===== config.mk =====
export PLATFORM = sky130hd
export DESIGN_NAME = cluster_dcr
export DESIGN_NICKNAME = d
export VERILOG_FILES = /design/src/logic/cluster_pkg.sv /design/src/logic/dcr_router.sv /design/src/logic/dcr_stage.sv /design/src/logic/dcr_state_file.sv /design/src/logic/cluster_dcr.sv
export VERILOG_INCLUDE_DIRS = /design/src /design/src/logic
export SDC_FILE = /design/constraint.sdc
export NUM_CORES = 1
export LEC_CHECK = 0
export ABC_AREA = 1
export ABC_CLOCK_PERIOD_IN_PS = 5350
export BUFFER_PORTS_ARGS = -buffer_cell sky130_fd_sc_hd__buf_2
export CORE_UTILIZATION = 40
export CTS_BUF_LIST = sky130_fd_sc_hd__clkbuf_2
export DETAILED_ROUTE_END_ITERATION = 6
export PLACE_DENSITY = 0.61
export RECOVER_POWER = 100
export SLEW_MARGIN = 10
export SYNTH_ARGS = -nofsm -noshare
export SYNTH_HDL_FRONTEND = slang
export SYNTH_SLANG_ARGS = --single-unit
export TNS_END_PERCENT = 30

===== constraint.sdc =====
create_clock -name clk -period 5.35 [get_ports clk]
set_clock_uncertainty 0.2 [all_clocks]
set_input_delay 0.535 -clock clk [delete_from_list [all_inputs] [get_ports clk]]
set_output_delay 0.535 -clock clk [all_outputs]
set_load 0.05 [all_outputs]

===== src/logic/cluster_defs.svh =====
/*
 * Cluster DCR path definitions
 * Bus widths, the address window of each target and the target codes.
 */

`ifndef CLUSTER_DEFS_SVH
`define CLUSTER_DEFS_SVH

//**************************************************************************
// Bus widths
//**************************************************************************

`define DCR_ADDR_BITS       12
`define DCR_DATA_BITS       32
`define DCR_IDX_BITS        3
`define DCR_TGT_BITS        2

// Saturating count of writes that hit no window
`define DROP_CNT_BITS       16

//**************************************************************************
// Address windows, END is exclusive
//**************************************************************************

`define DCR_BASE_BEGIN      12'h001
`define DCR_BASE_END        12'h009

`define DCR_RASTER_BEGIN    12'h010
`define DCR_RASTER_END      12'h014

`define DCR_TEX_BEGIN       12'h020
`define DCR_TEX_END         12'h024

// Target codes used by the read port
`define DCR_TGT_BASE        0
`define DCR_TGT_RASTER      1
`define DCR_TGT_TEX         2

`endif


===== src/logic/cluster_pkg.sv =====
/*
 * Cluster DCR package
 * Width types and the packed structs carried along the DCR write path
 * and the register read port.
 */

`default_nettype none

`include "cluster_defs.svh"

package cluster_pkg;

    typedef logic [`DCR_ADDR_BITS-1:0] dcr_addr_t;
    typedef logic [`DCR_DATA_BITS-1:0] dcr_data_t;
    typedef logic [`DCR_IDX_BITS-1:0]  dcr_idx_t;
    typedef logic [`DCR_TGT_BITS-1:0]  dcr_tgt_t;
    typedef logic [`DROP_CNT_BITS-1:0] drop_cnt_t;

    // Incoming cluster write bus
    typedef struct packed {
        logic      valid;
        dcr_addr_t addr;
        dcr_data_t data;
    } dcr_write_t;

    // One target's slice, index local to its window
    typedef struct packed {
        logic      valid;
        dcr_idx_t  idx;
        dcr_data_t data;
    } dcr_local_write_t;

    typedef struct packed {
        dcr_local_write_t base;
        dcr_local_write_t raster;
        dcr_local_write_t tex;
        logic             miss;
    } dcr_routed_t;

    typedef struct packed {
        logic      valid;
        dcr_tgt_t  tgt;
        dcr_idx_t  idx;
    } dcr_read_req_t;

    typedef struct packed {
        logic      valid;
        dcr_data_t data;
    } dcr_read_rsp_t;

endpackage

`default_nettype wire


===== src/logic/dcr_router.sv =====
/*
 * DCR router
 * Splits the cluster write bus by address window into base, raster and
 * texture local writes, and flags valid writes that hit no window.
 */

`timescale 1ns/1ns
`default_nettype none

`include "cluster_defs.svh"

module dcr_router (
    input  wire cluster_pkg::dcr_write_t dcr_write,
    output cluster_pkg::dcr_routed_t     routed
);

    function automatic logic in_window(
        input cluster_pkg::dcr_addr_t addr,
        input cluster_pkg::dcr_addr_t lo,
        input cluster_pkg::dcr_addr_t hi
    );
        return (addr >= lo) && (addr < hi);
    endfunction

    logic hit_base;
    logic hit_raster;
    logic hit_tex;

    assign hit_base   = in_window(dcr_write.addr, `DCR_BASE_BEGIN, `DCR_BASE_END);
    assign hit_raster = in_window(dcr_write.addr, `DCR_RASTER_BEGIN, `DCR_RASTER_END);
    assign hit_tex    = in_window(dcr_write.addr, `DCR_TEX_BEGIN, `DCR_TEX_END);

    //**************************************************************************
    // Per-target slices
    //**************************************************************************

    always_comb begin
        routed.base.valid   = dcr_write.valid && hit_base;
        routed.base.idx     = cluster_pkg::dcr_idx_t'(dcr_write.addr - `DCR_BASE_BEGIN);
        routed.base.data    = dcr_write.data;

        routed.raster.valid = dcr_write.valid && hit_raster;
        routed.raster.idx   = cluster_pkg::dcr_idx_t'(dcr_write.addr - `DCR_RASTER_BEGIN);
        routed.raster.data  = dcr_write.data;

        routed.tex.valid    = dcr_write.valid && hit_tex;
        routed.tex.idx      = cluster_pkg::dcr_idx_t'(dcr_write.addr - `DCR_TEX_BEGIN);
        routed.tex.data     = dcr_write.data;

        // Valid write outside every window
        routed.miss = dcr_write.valid && !(hit_base || hit_raster || hit_tex);
    end

    // Windows must never overlap
    always_comb begin
        assert ($onehot0({routed.base.valid, routed.raster.valid,
                          routed.tex.valid, routed.miss}))
            else $error("dcr_router: write routed to more than one target");
    end

endmodule

`default_nettype wire


===== src/logic/dcr_stage.sv =====
/*
 * DCR retiming stage
 * Registers the routed write bus for one cycle and keeps a saturating
 * count of writes that hit no window.
 */

`timescale 1ns/1ns
`default_nettype none

module dcr_stage (
    input  wire                          clk,
    input  wire                          rst_n,
    input  wire cluster_pkg::dcr_routed_t routed_in,
    output cluster_pkg::dcr_routed_t     routed_out,
    output cluster_pkg::drop_cnt_t       drop_count
);

    // Payload follows the input, strobes cleared on reset
    always_ff @(posedge clk) begin
        routed_out <= routed_in;
        if (!rst_n) begin
            routed_out.base.valid   <= 1'b0;
            routed_out.raster.valid <= 1'b0;
            routed_out.tex.valid    <= 1'b0;
            routed_out.miss         <= 1'b0;
        end
    end

    //**************************************************************************
    // Dropped write counter
    //**************************************************************************

    always_ff @(posedge clk) begin
        if (!rst_n) begin
            drop_count <= '0;
        end else if (routed_out.miss && (drop_count != '1)) begin
            drop_count <= drop_count + 1'b1;
        end
    end

    // A miss seen here must not also target a unit
    a_miss_exclusive: assert property (
        @(posedge clk) disable iff (!rst_n)
        routed_out.miss |-> !(routed_out.base.valid || routed_out.raster.valid ||
                              routed_out.tex.valid)
    ) else $error("dcr_stage: miss with a target write");

endmodule

`default_nettype wire


===== src/logic/dcr_state_file.sv =====
/*
 * DCR state file
 * Registers of the base, raster and texture targets, written from the
 * retimed local writes, with a read port registered by one cycle.
 */

`timescale 1ns/1ns
`default_nettype none

`include "cluster_defs.svh"

module dcr_state_file (
    input  wire                            clk,
    input  wire                            rst_n,
    input  wire cluster_pkg::dcr_routed_t   wr,
    input  wire cluster_pkg::dcr_read_req_t rd_req,
    output cluster_pkg::dcr_read_rsp_t     rd_rsp
);

    localparam int BASE_REGS   = `DCR_BASE_END - `DCR_BASE_BEGIN;
    localparam int RASTER_REGS = `DCR_RASTER_END - `DCR_RASTER_BEGIN;
    localparam int TEX_REGS    = `DCR_TEX_END - `DCR_TEX_BEGIN;
    localparam int RASTER_IDX  = $clog2(RASTER_REGS);
    localparam int TEX_IDX     = $clog2(TEX_REGS);

    cluster_pkg::dcr_data_t base_regs   [BASE_REGS];
    cluster_pkg::dcr_data_t raster_regs [RASTER_REGS];
    cluster_pkg::dcr_data_t tex_regs    [TEX_REGS];
    cluster_pkg::dcr_data_t rd_data;

    //**************************************************************************
    // Register write
    //**************************************************************************

    always_ff @(posedge clk) begin
        if (!rst_n) begin
            for (int i = 0; i < BASE_REGS; i++) begin
                base_regs[i] <= '0;
            end
            for (int i = 0; i < RASTER_REGS; i++) begin
                raster_regs[i] <= '0;
            end
            for (int i = 0; i < TEX_REGS; i++) begin
                tex_regs[i] <= '0;
            end
        end else begin
            if (wr.base.valid) begin
                base_regs[wr.base.idx] <= wr.base.data;
            end
            if (wr.raster.valid) begin
                raster_regs[wr.raster.idx[RASTER_IDX-1:0]] <= wr.raster.data;
            end
            if (wr.tex.valid) begin
                tex_regs[wr.tex.idx[TEX_IDX-1:0]] <= wr.tex.data;
            end
        end
    end

    //**************************************************************************
    // Read port
    //**************************************************************************

    // Unmapped target or index reads as zero
    always_comb begin
        rd_data = '0;
        case (rd_req.tgt)
            cluster_pkg::dcr_tgt_t'(`DCR_TGT_BASE): begin
                rd_data = base_regs[rd_req.idx];
            end
            cluster_pkg::dcr_tgt_t'(`DCR_TGT_RASTER): begin
                if (rd_req.idx < RASTER_REGS) begin
                    rd_data = raster_regs[rd_req.idx[RASTER_IDX-1:0]];
                end
            end
            cluster_pkg::dcr_tgt_t'(`DCR_TGT_TEX): begin
                if (rd_req.idx < TEX_REGS) begin
                    rd_data = tex_regs[rd_req.idx[TEX_IDX-1:0]];
                end
            end
            default: rd_data = '0;
        endcase
    end

    always_ff @(posedge clk) begin
        rd_rsp.data <= rd_data;
        if (!rst_n) begin
            rd_rsp.valid <= 1'b0;
        end else begin
            rd_rsp.valid <= rd_req.valid;
        end
    end

    // Router offsets must fit the smaller windows
    a_idx_in_window: assert property (
        @(posedge clk) disable iff (!rst_n)
        (wr.raster.valid -> (wr.raster.idx < RASTER_REGS)) &&
        (wr.tex.valid -> (wr.tex.idx < TEX_REGS))
    ) else $error("dcr_state_file: local write index out of window");

endmodule

`default_nettype wire


===== src/logic/cluster_dcr.sv =====
/*
 * Cluster DCR path top level
 * Routes the DCR write bus by window, retimes the slices one cycle and
 * stores them in the target state file, which also serves reads.
 */

`timescale 1ns/1ns
`default_nettype none

module cluster_dcr (
    input  wire                            clk,
    input  wire                            rst_n,
    input  wire cluster_pkg::dcr_write_t    dcr_write,
    input  wire cluster_pkg::dcr_read_req_t rd_req,
    output wire cluster_pkg::dcr_read_rsp_t rd_rsp,
    output wire cluster_pkg::drop_cnt_t     drop_count
);

    // Decoded slices, combinational
    cluster_pkg::dcr_routed_t routed;

    // Slices after the retiming stage
    cluster_pkg::dcr_routed_t routed_q;

    //**************************************************************************
    // Address decode
    //**************************************************************************

    dcr_router router_i (
        .dcr_write  (dcr_write),
        .routed     (routed)
    );

    //**************************************************************************
    // One cycle buffer and miss count
    //**************************************************************************

    dcr_stage stage_i (
        .clk        (clk),
        .rst_n      (rst_n),
        .routed_in  (routed),
        .routed_out (routed_q),
        .drop_count (drop_count)
    );

    //**************************************************************************
    // Target registers
    //**************************************************************************

    dcr_state_file state_file_i (
        .clk        (clk),
        .rst_n      (rst_n),
        .wr         (routed_q),
        .rd_req     (rd_req),
        .rd_rsp     (rd_rsp)
    );

endmodule

`default_nettype wire


Word-level counts from Yosys, hierarchy flattened
Memory sizes are Yosys's and may differ from the RTL's.
Index checks and enable logic that the tools add are counted.
{"block": "classes", "add_sub_neg": 4, "n_mul": 0, "div_mod_pow": 0, "magnitude_cmp": 7, "n_eq_ne": 3, "shifts": 0, "n_mux": 22, "bitwise": 0, "reduce_logical": 15}
{"op": "$mux 32", "count": 5}
{"op": "$pmux 32 s3", "count": 1}
{"op": "$reduce_or 32->1", "count": 3}
{"op": "$add 16x1->16 const B", "count": 1}
{"op": "$ne 16x16->1 const B", "count": 1}
{"op": "$mux 1", "count": 13}
{"op": "$ge 12x1->1 const B", "count": 1}
{"op": "$ge 12x5->1 const B", "count": 1}
{"op": "$ge 12x6->1 const B", "count": 1}
{"op": "$lt 12x4->1 const B", "count": 1}
{"op": "$lt 12x5->1 const B", "count": 1}
{"op": "$lt 12x6->1 const B", "count": 1}
{"op": "$logic_and 1x1->1", "count": 8}
{"op": "$mux 2", "count": 2}
{"op": "$sub 2x1->2 const B", "count": 2}
{"op": "$lt 3x3->1 const B", "count": 1}
{"op": "$mux 3", "count": 1}
{"op": "$sub 3x1->3 const B", "count": 1}
{"op": "$eq 2x1->1 const B", "count": 1}
{"op": "$eq 2x2->1 const B", "count": 1}
{"op": "$logic_not 2->1", "count": 1}
{"op": "$logic_or 1x1->1", "count": 2}
{"op": "$logic_not 1->1", "count": 1}
{"block": "totals", "ff_bits": 92, "latch_bits": 0, "mem_bits_rw": 512, "rom_bits": 0, "inputBits": 53, "out_inout_bits": 49, "word_cells": 65, "memories": 3}
{"name": "state_file_i.base_regs", "words": 8, "width": 32, "read_ports": 1, "rd_ports_with_merged_regs": 0, "wr": 8, "line": "dcr_state_file.sv:26", "source": "cluster_pkg::dcr_data_t base_regs [BASE_REGS];"}
{"name": "state_file_i.raster_regs", "words": 4, "width": 32, "read_ports": 1, "rd_ports_with_merged_regs": 0, "wr": 4, "line": "dcr_state_file.sv:27", "source": "cluster_pkg::dcr_data_t raster_regs [RASTER_REGS];"}
{"name": "state_file_i.tex_regs", "words": 4, "width": 32, "read_ports": 1, "rd_ports_with_merged_regs": 0, "wr": 4, "line": "dcr_state_file.sv:28", "source": "cluster_pkg::dcr_data_t tex_regs [TEX_REGS];"}

Depth between registers and ports, before layout
{"block": "depth", "depth_word": 6, "depth_mapped": 11, "ltp_nobuf": 9}

Modules after synthesis
From an unflattened synthesis, not the netlist that was laid out.
{"block": "hier_totals", "hier_cells": 3282, "area_unflattened_um2": 29544.6}
{"module": "dcr_state_file", "instances": 1, "cells_each": 2874, "area_each_um2": 25430.6, "seq_area_each_um2": 16035.4}
{"module": "dcr_stage", "instances": 1, "cells_each": 270, "area_each_um2": 3176.8, "seq_area_each_um2": 2502.4}
{"module": "dcr_router", "instances": 1, "cells_each": 138, "area_each_um2": 937.1, "seq_area_each_um2": 0.0}

Least setup slack after synthesis
No wires, ideal clock.
{"block": "synth_timing", "kind": "in2reg", "startpoint": "in rst_n", "endpoint": "mem state_file_i.raster_regs[2][0] (netlist name), enable pin", "arrival_time_ns": 3.279, "t_required_ns": 4.684, "setup_slack_ns": 1.405, "path_stages": 4, "path_buffers": 2, "path_cell_list": "buf_2 -> nand2_1 -> clkbuf_1 -> o21ai_0"}
{"element": "start, declared", "line": "cluster_dcr.sv:12", "source": "input wire rst_n,"}
{"element": "end, declared", "line": "dcr_state_file.sv:27"}

==> impl_metrics.toml <==
[timing]
period_needed_ps = 4625
fin_crit_sh = 0.8645
finalHoldViolations = 0
setup_viol = 0
drv_slew = 935
worstMarginPinSlew_ps = 3820
setup_slack_ps = 725.0
slew-limit-headroom = -1.546
rsz0062_at_grt = "false"
fmax_ghz = 0.2162
setup_tns_ps = 0

[setup_path]
crit_required_ps = 5710
arrival_ps = 4980
r2r-end = "state_file_i.base_regs[7][8]$_SDFFCE_PN0P_"
startpoint_type = "flop"
path_common_cell = "nand2_1"
rrSetupSlack_ps = 720
cp_slowest_cell = "nand2_1"
cp_cell_sequence = "nand2_1 -> nor2_1 -> nand2_1 -> clkbuf_1 -> nand2_1"
crit_type = "flop to flop"
cp_max_fo = 33
reg2reg_depth = 5
max_stage_delay_ps = 1670
crit_buf_inv = 1
rr_startpoint = "stage_i.routed_out[108]$_SDFF_PN0_"
critPathTopFamily = "simple AND/OR/NAND/NOR gates"
setup.worst_path.end_class = "flop"

[finish]
utilization = 0.4570
stdcell_count = 3680
drive_above_1_share = 0.1208
final_nets = 2769
area_growth_pct = 13.16

[floorplanning]
die_area_um2 = 64590
num_io_pins = 102
initial_utilization = 0.4039
die_w_um = 254.2
rows = 92
fp.dieH_um = 254.2
coreArea_um2 = 62970

[clock_network]
clockRootBuffer = "clkbuf_2"
clkTransAtPathRegs_ps = 100
cts_tree = "done"
cts_setup_buffers = 0
numCtsBuffers = 156
cts_htree_levels = 4
clockBufferDepth = 3
cts_resized = 0
tritoncts_num_sinks = 602
clock_latency_ps = 1340

[synthesis]
yosysTopAreaCell = "edfxtp_1"
syn-num-nets = 2570
synth_edf_count = 512
synth.distinct_cells = 27
synthTopCellsByArea = "edfxtp_1, nor2_1, dfxtp_1"
syn_avg_cell_area_um2 = 10.12
yosys.cell_count.top_type = "nor2_1"
synth.top_cell.area_share = 0.6045
yosysSeqAreaShare = 0.6754
synthCells = 2514
synth_ff_type = "edfxtp_1"
async_flop_share = 0
synth_warnings = 0
synth_area_um2 = 25430
synth_commonest_cells = "nor2_1, edfxtp_1, nand2_1"
synth_seq_cells = 602

[route]
ant_nets = 0
wirelength_mm = 71.22
vias_per_cell = 5.258
drc = 0
dr_total_vias = 19348
drtPass1Iterations = 6
wl_per_cell_um = 19.35
dr.first_iter.drc_count = 1771

[grt]
grt_overflow_total = 0
grt_max_degree = 155
grt_pass1_wl_mm = 109.5
grt_pass1_vias = 19403
track_usage = 0.2257
antenna_found_initial = 2

[hold_path]
min_from = "dcr_write[1]"
hold_class = "input pin to flop"
holdPathStages = 3
holdPathEnd = "stage_i.routed_out[74]$_DFF_P_"

[power_and_ir_drop]
powerDensity_nw_per_um2 = 324.1
p_total_mw = 9.328
peakVddDrop_mv = 0.2086
power_leakage_nw = 11.38

[outcome]
violations = "capacitance limit, slew limit"
status = "finished, violations left"

[place]
dp.cells = 3293
place_ws_ps = 2000
port_buffers = 101
gp_congestion = 0.8511
dp_hpwl_mm = 39.01

[run]
drv_cap = 25
-- per-stage QoR --
step           hold slack, ps  cell area [um^2]
5_1_grt                 104.7             28770
3_5_place_dp            303.2             26430
2_1_floorplan           361.2             25430
4_1_cts                 5.546             28950
6_report                151.2             28780
3_3_place_gp            293.0             26430
-- sequential cells by signal (all words and copies together) (netlist names) --
name                      cells
state_file_i.rd_rsp          33
stage_i.drop_count           16
state_file_i.raster_regs    128
state_file_i.base_regs      256
state_file_i.tex_regs       128
stage_i.routed_out           41
-- metal layers --
metal  vias up  track usage  part of all wire
li1       8968            -                 -
met1      9325       0.2909              0.41
met2       901       0.3640              0.47
met3       154      0.04572             0.080
met4         0       0.1098             0.034
met5         -            0                 0
-- where the power goes --
group          switching [mW]  leakage (nW)  internal, mW
clock network            1.90          1.14          1.36
registers              0.0540          6.13          5.23
logic                   0.589          4.11         0.198
-- tightest hold or removal path, delay by kind of cell --
kind	cells	cell delay, ps
buffers and inverters	3	1140
-- worst max-delay path by stage --
stage	start	depth (start not counted)	slack, ps	end
2_1_floorplan	rst_n	4	1410	state_file_i.raster_regs[2][0]$_SDFFCE_PN0P_
5_1_grt	stage_i.routed_out[108]$_SDFF_PN0_	5	550	state_file_i.base_regs[7][8]$_SDFFCE_PN0P_
6_report	stage_i.routed_out[108]$_SDFF_PN0_	5	720	state_file_i.base_regs[7][8]$_SDFFCE_PN0P_
4_1_cts	dcr_write[41]	13	1380	stage_i.routed_out[0]$_SDFF_PN0_
3_5_place_dp	rst_n	6	2000	state_file_i.raster_regs[1][3]$_SDFFCE_PN0P_
3_3_place_gp	rst_n	6	2050	state_file_i.raster_regs[1][10]$_SDFFCE_PN0P_
-- cell usage in the layout (no fill, tap or decap), drive strengths merged, types with 4 or more instances in the layout --
master / netlist / routed
nor2: 871 / 871
edfxtp: 512 / 512
clkbuf: 135 / 319
o21ai: 293 / 293
nand2: 267 / 267
dlygate4sd3: 0 / 108
dfxtp: 90 / 90
inv: 63 / 70
nor3: 67 / 67
buf: 62 / 61
o211ai: 54 / 54
nand3: 34 / 34
o22ai: 32 / 32
a21oi: 13 / 13
clkinv: 0 / 13
nand4: 6 / 6
xor2: 5 / 5
diode: 0 / 4
-- timing repair --
| item | 4_1_cts | 5_1_grt |
|---|---|---|
| endpoints found under the setup margin | 0 | 0 |
| hold buffers | 108 | 0 |
| endpoints found under the hold margin | 139 | 0 |
-- logic make-up after synthesis --
family | Yosys count | share of synthesized area
AOI/OAI and AO/OA | 392 | 0.08447
xor gates and xnor gates | 8 | 0.002755
adders and majority gates | 3 | 0.001476
buffers and inverters | 260 | 0.04541
DFF | 602 | 0.6754
and+or+nand+nor | 1249 | 0.1905
-- cell type report --
cell class / count / area, um^2
Clock inverter: 25 / 187.7
Inverter: 63 / 241.5
Antenna cell: 4 / 10.01
Fill cell: 6037 / 34190
Clock buffer: 250 / 1251
Timing Repair Buffer: 238 / 1710
Sequential cell: 602 / 17180
Tap cell: 846 / 1059
Multi-Input combinational cell: 1652 / 7142
Power figures use the tool's default switching activity.
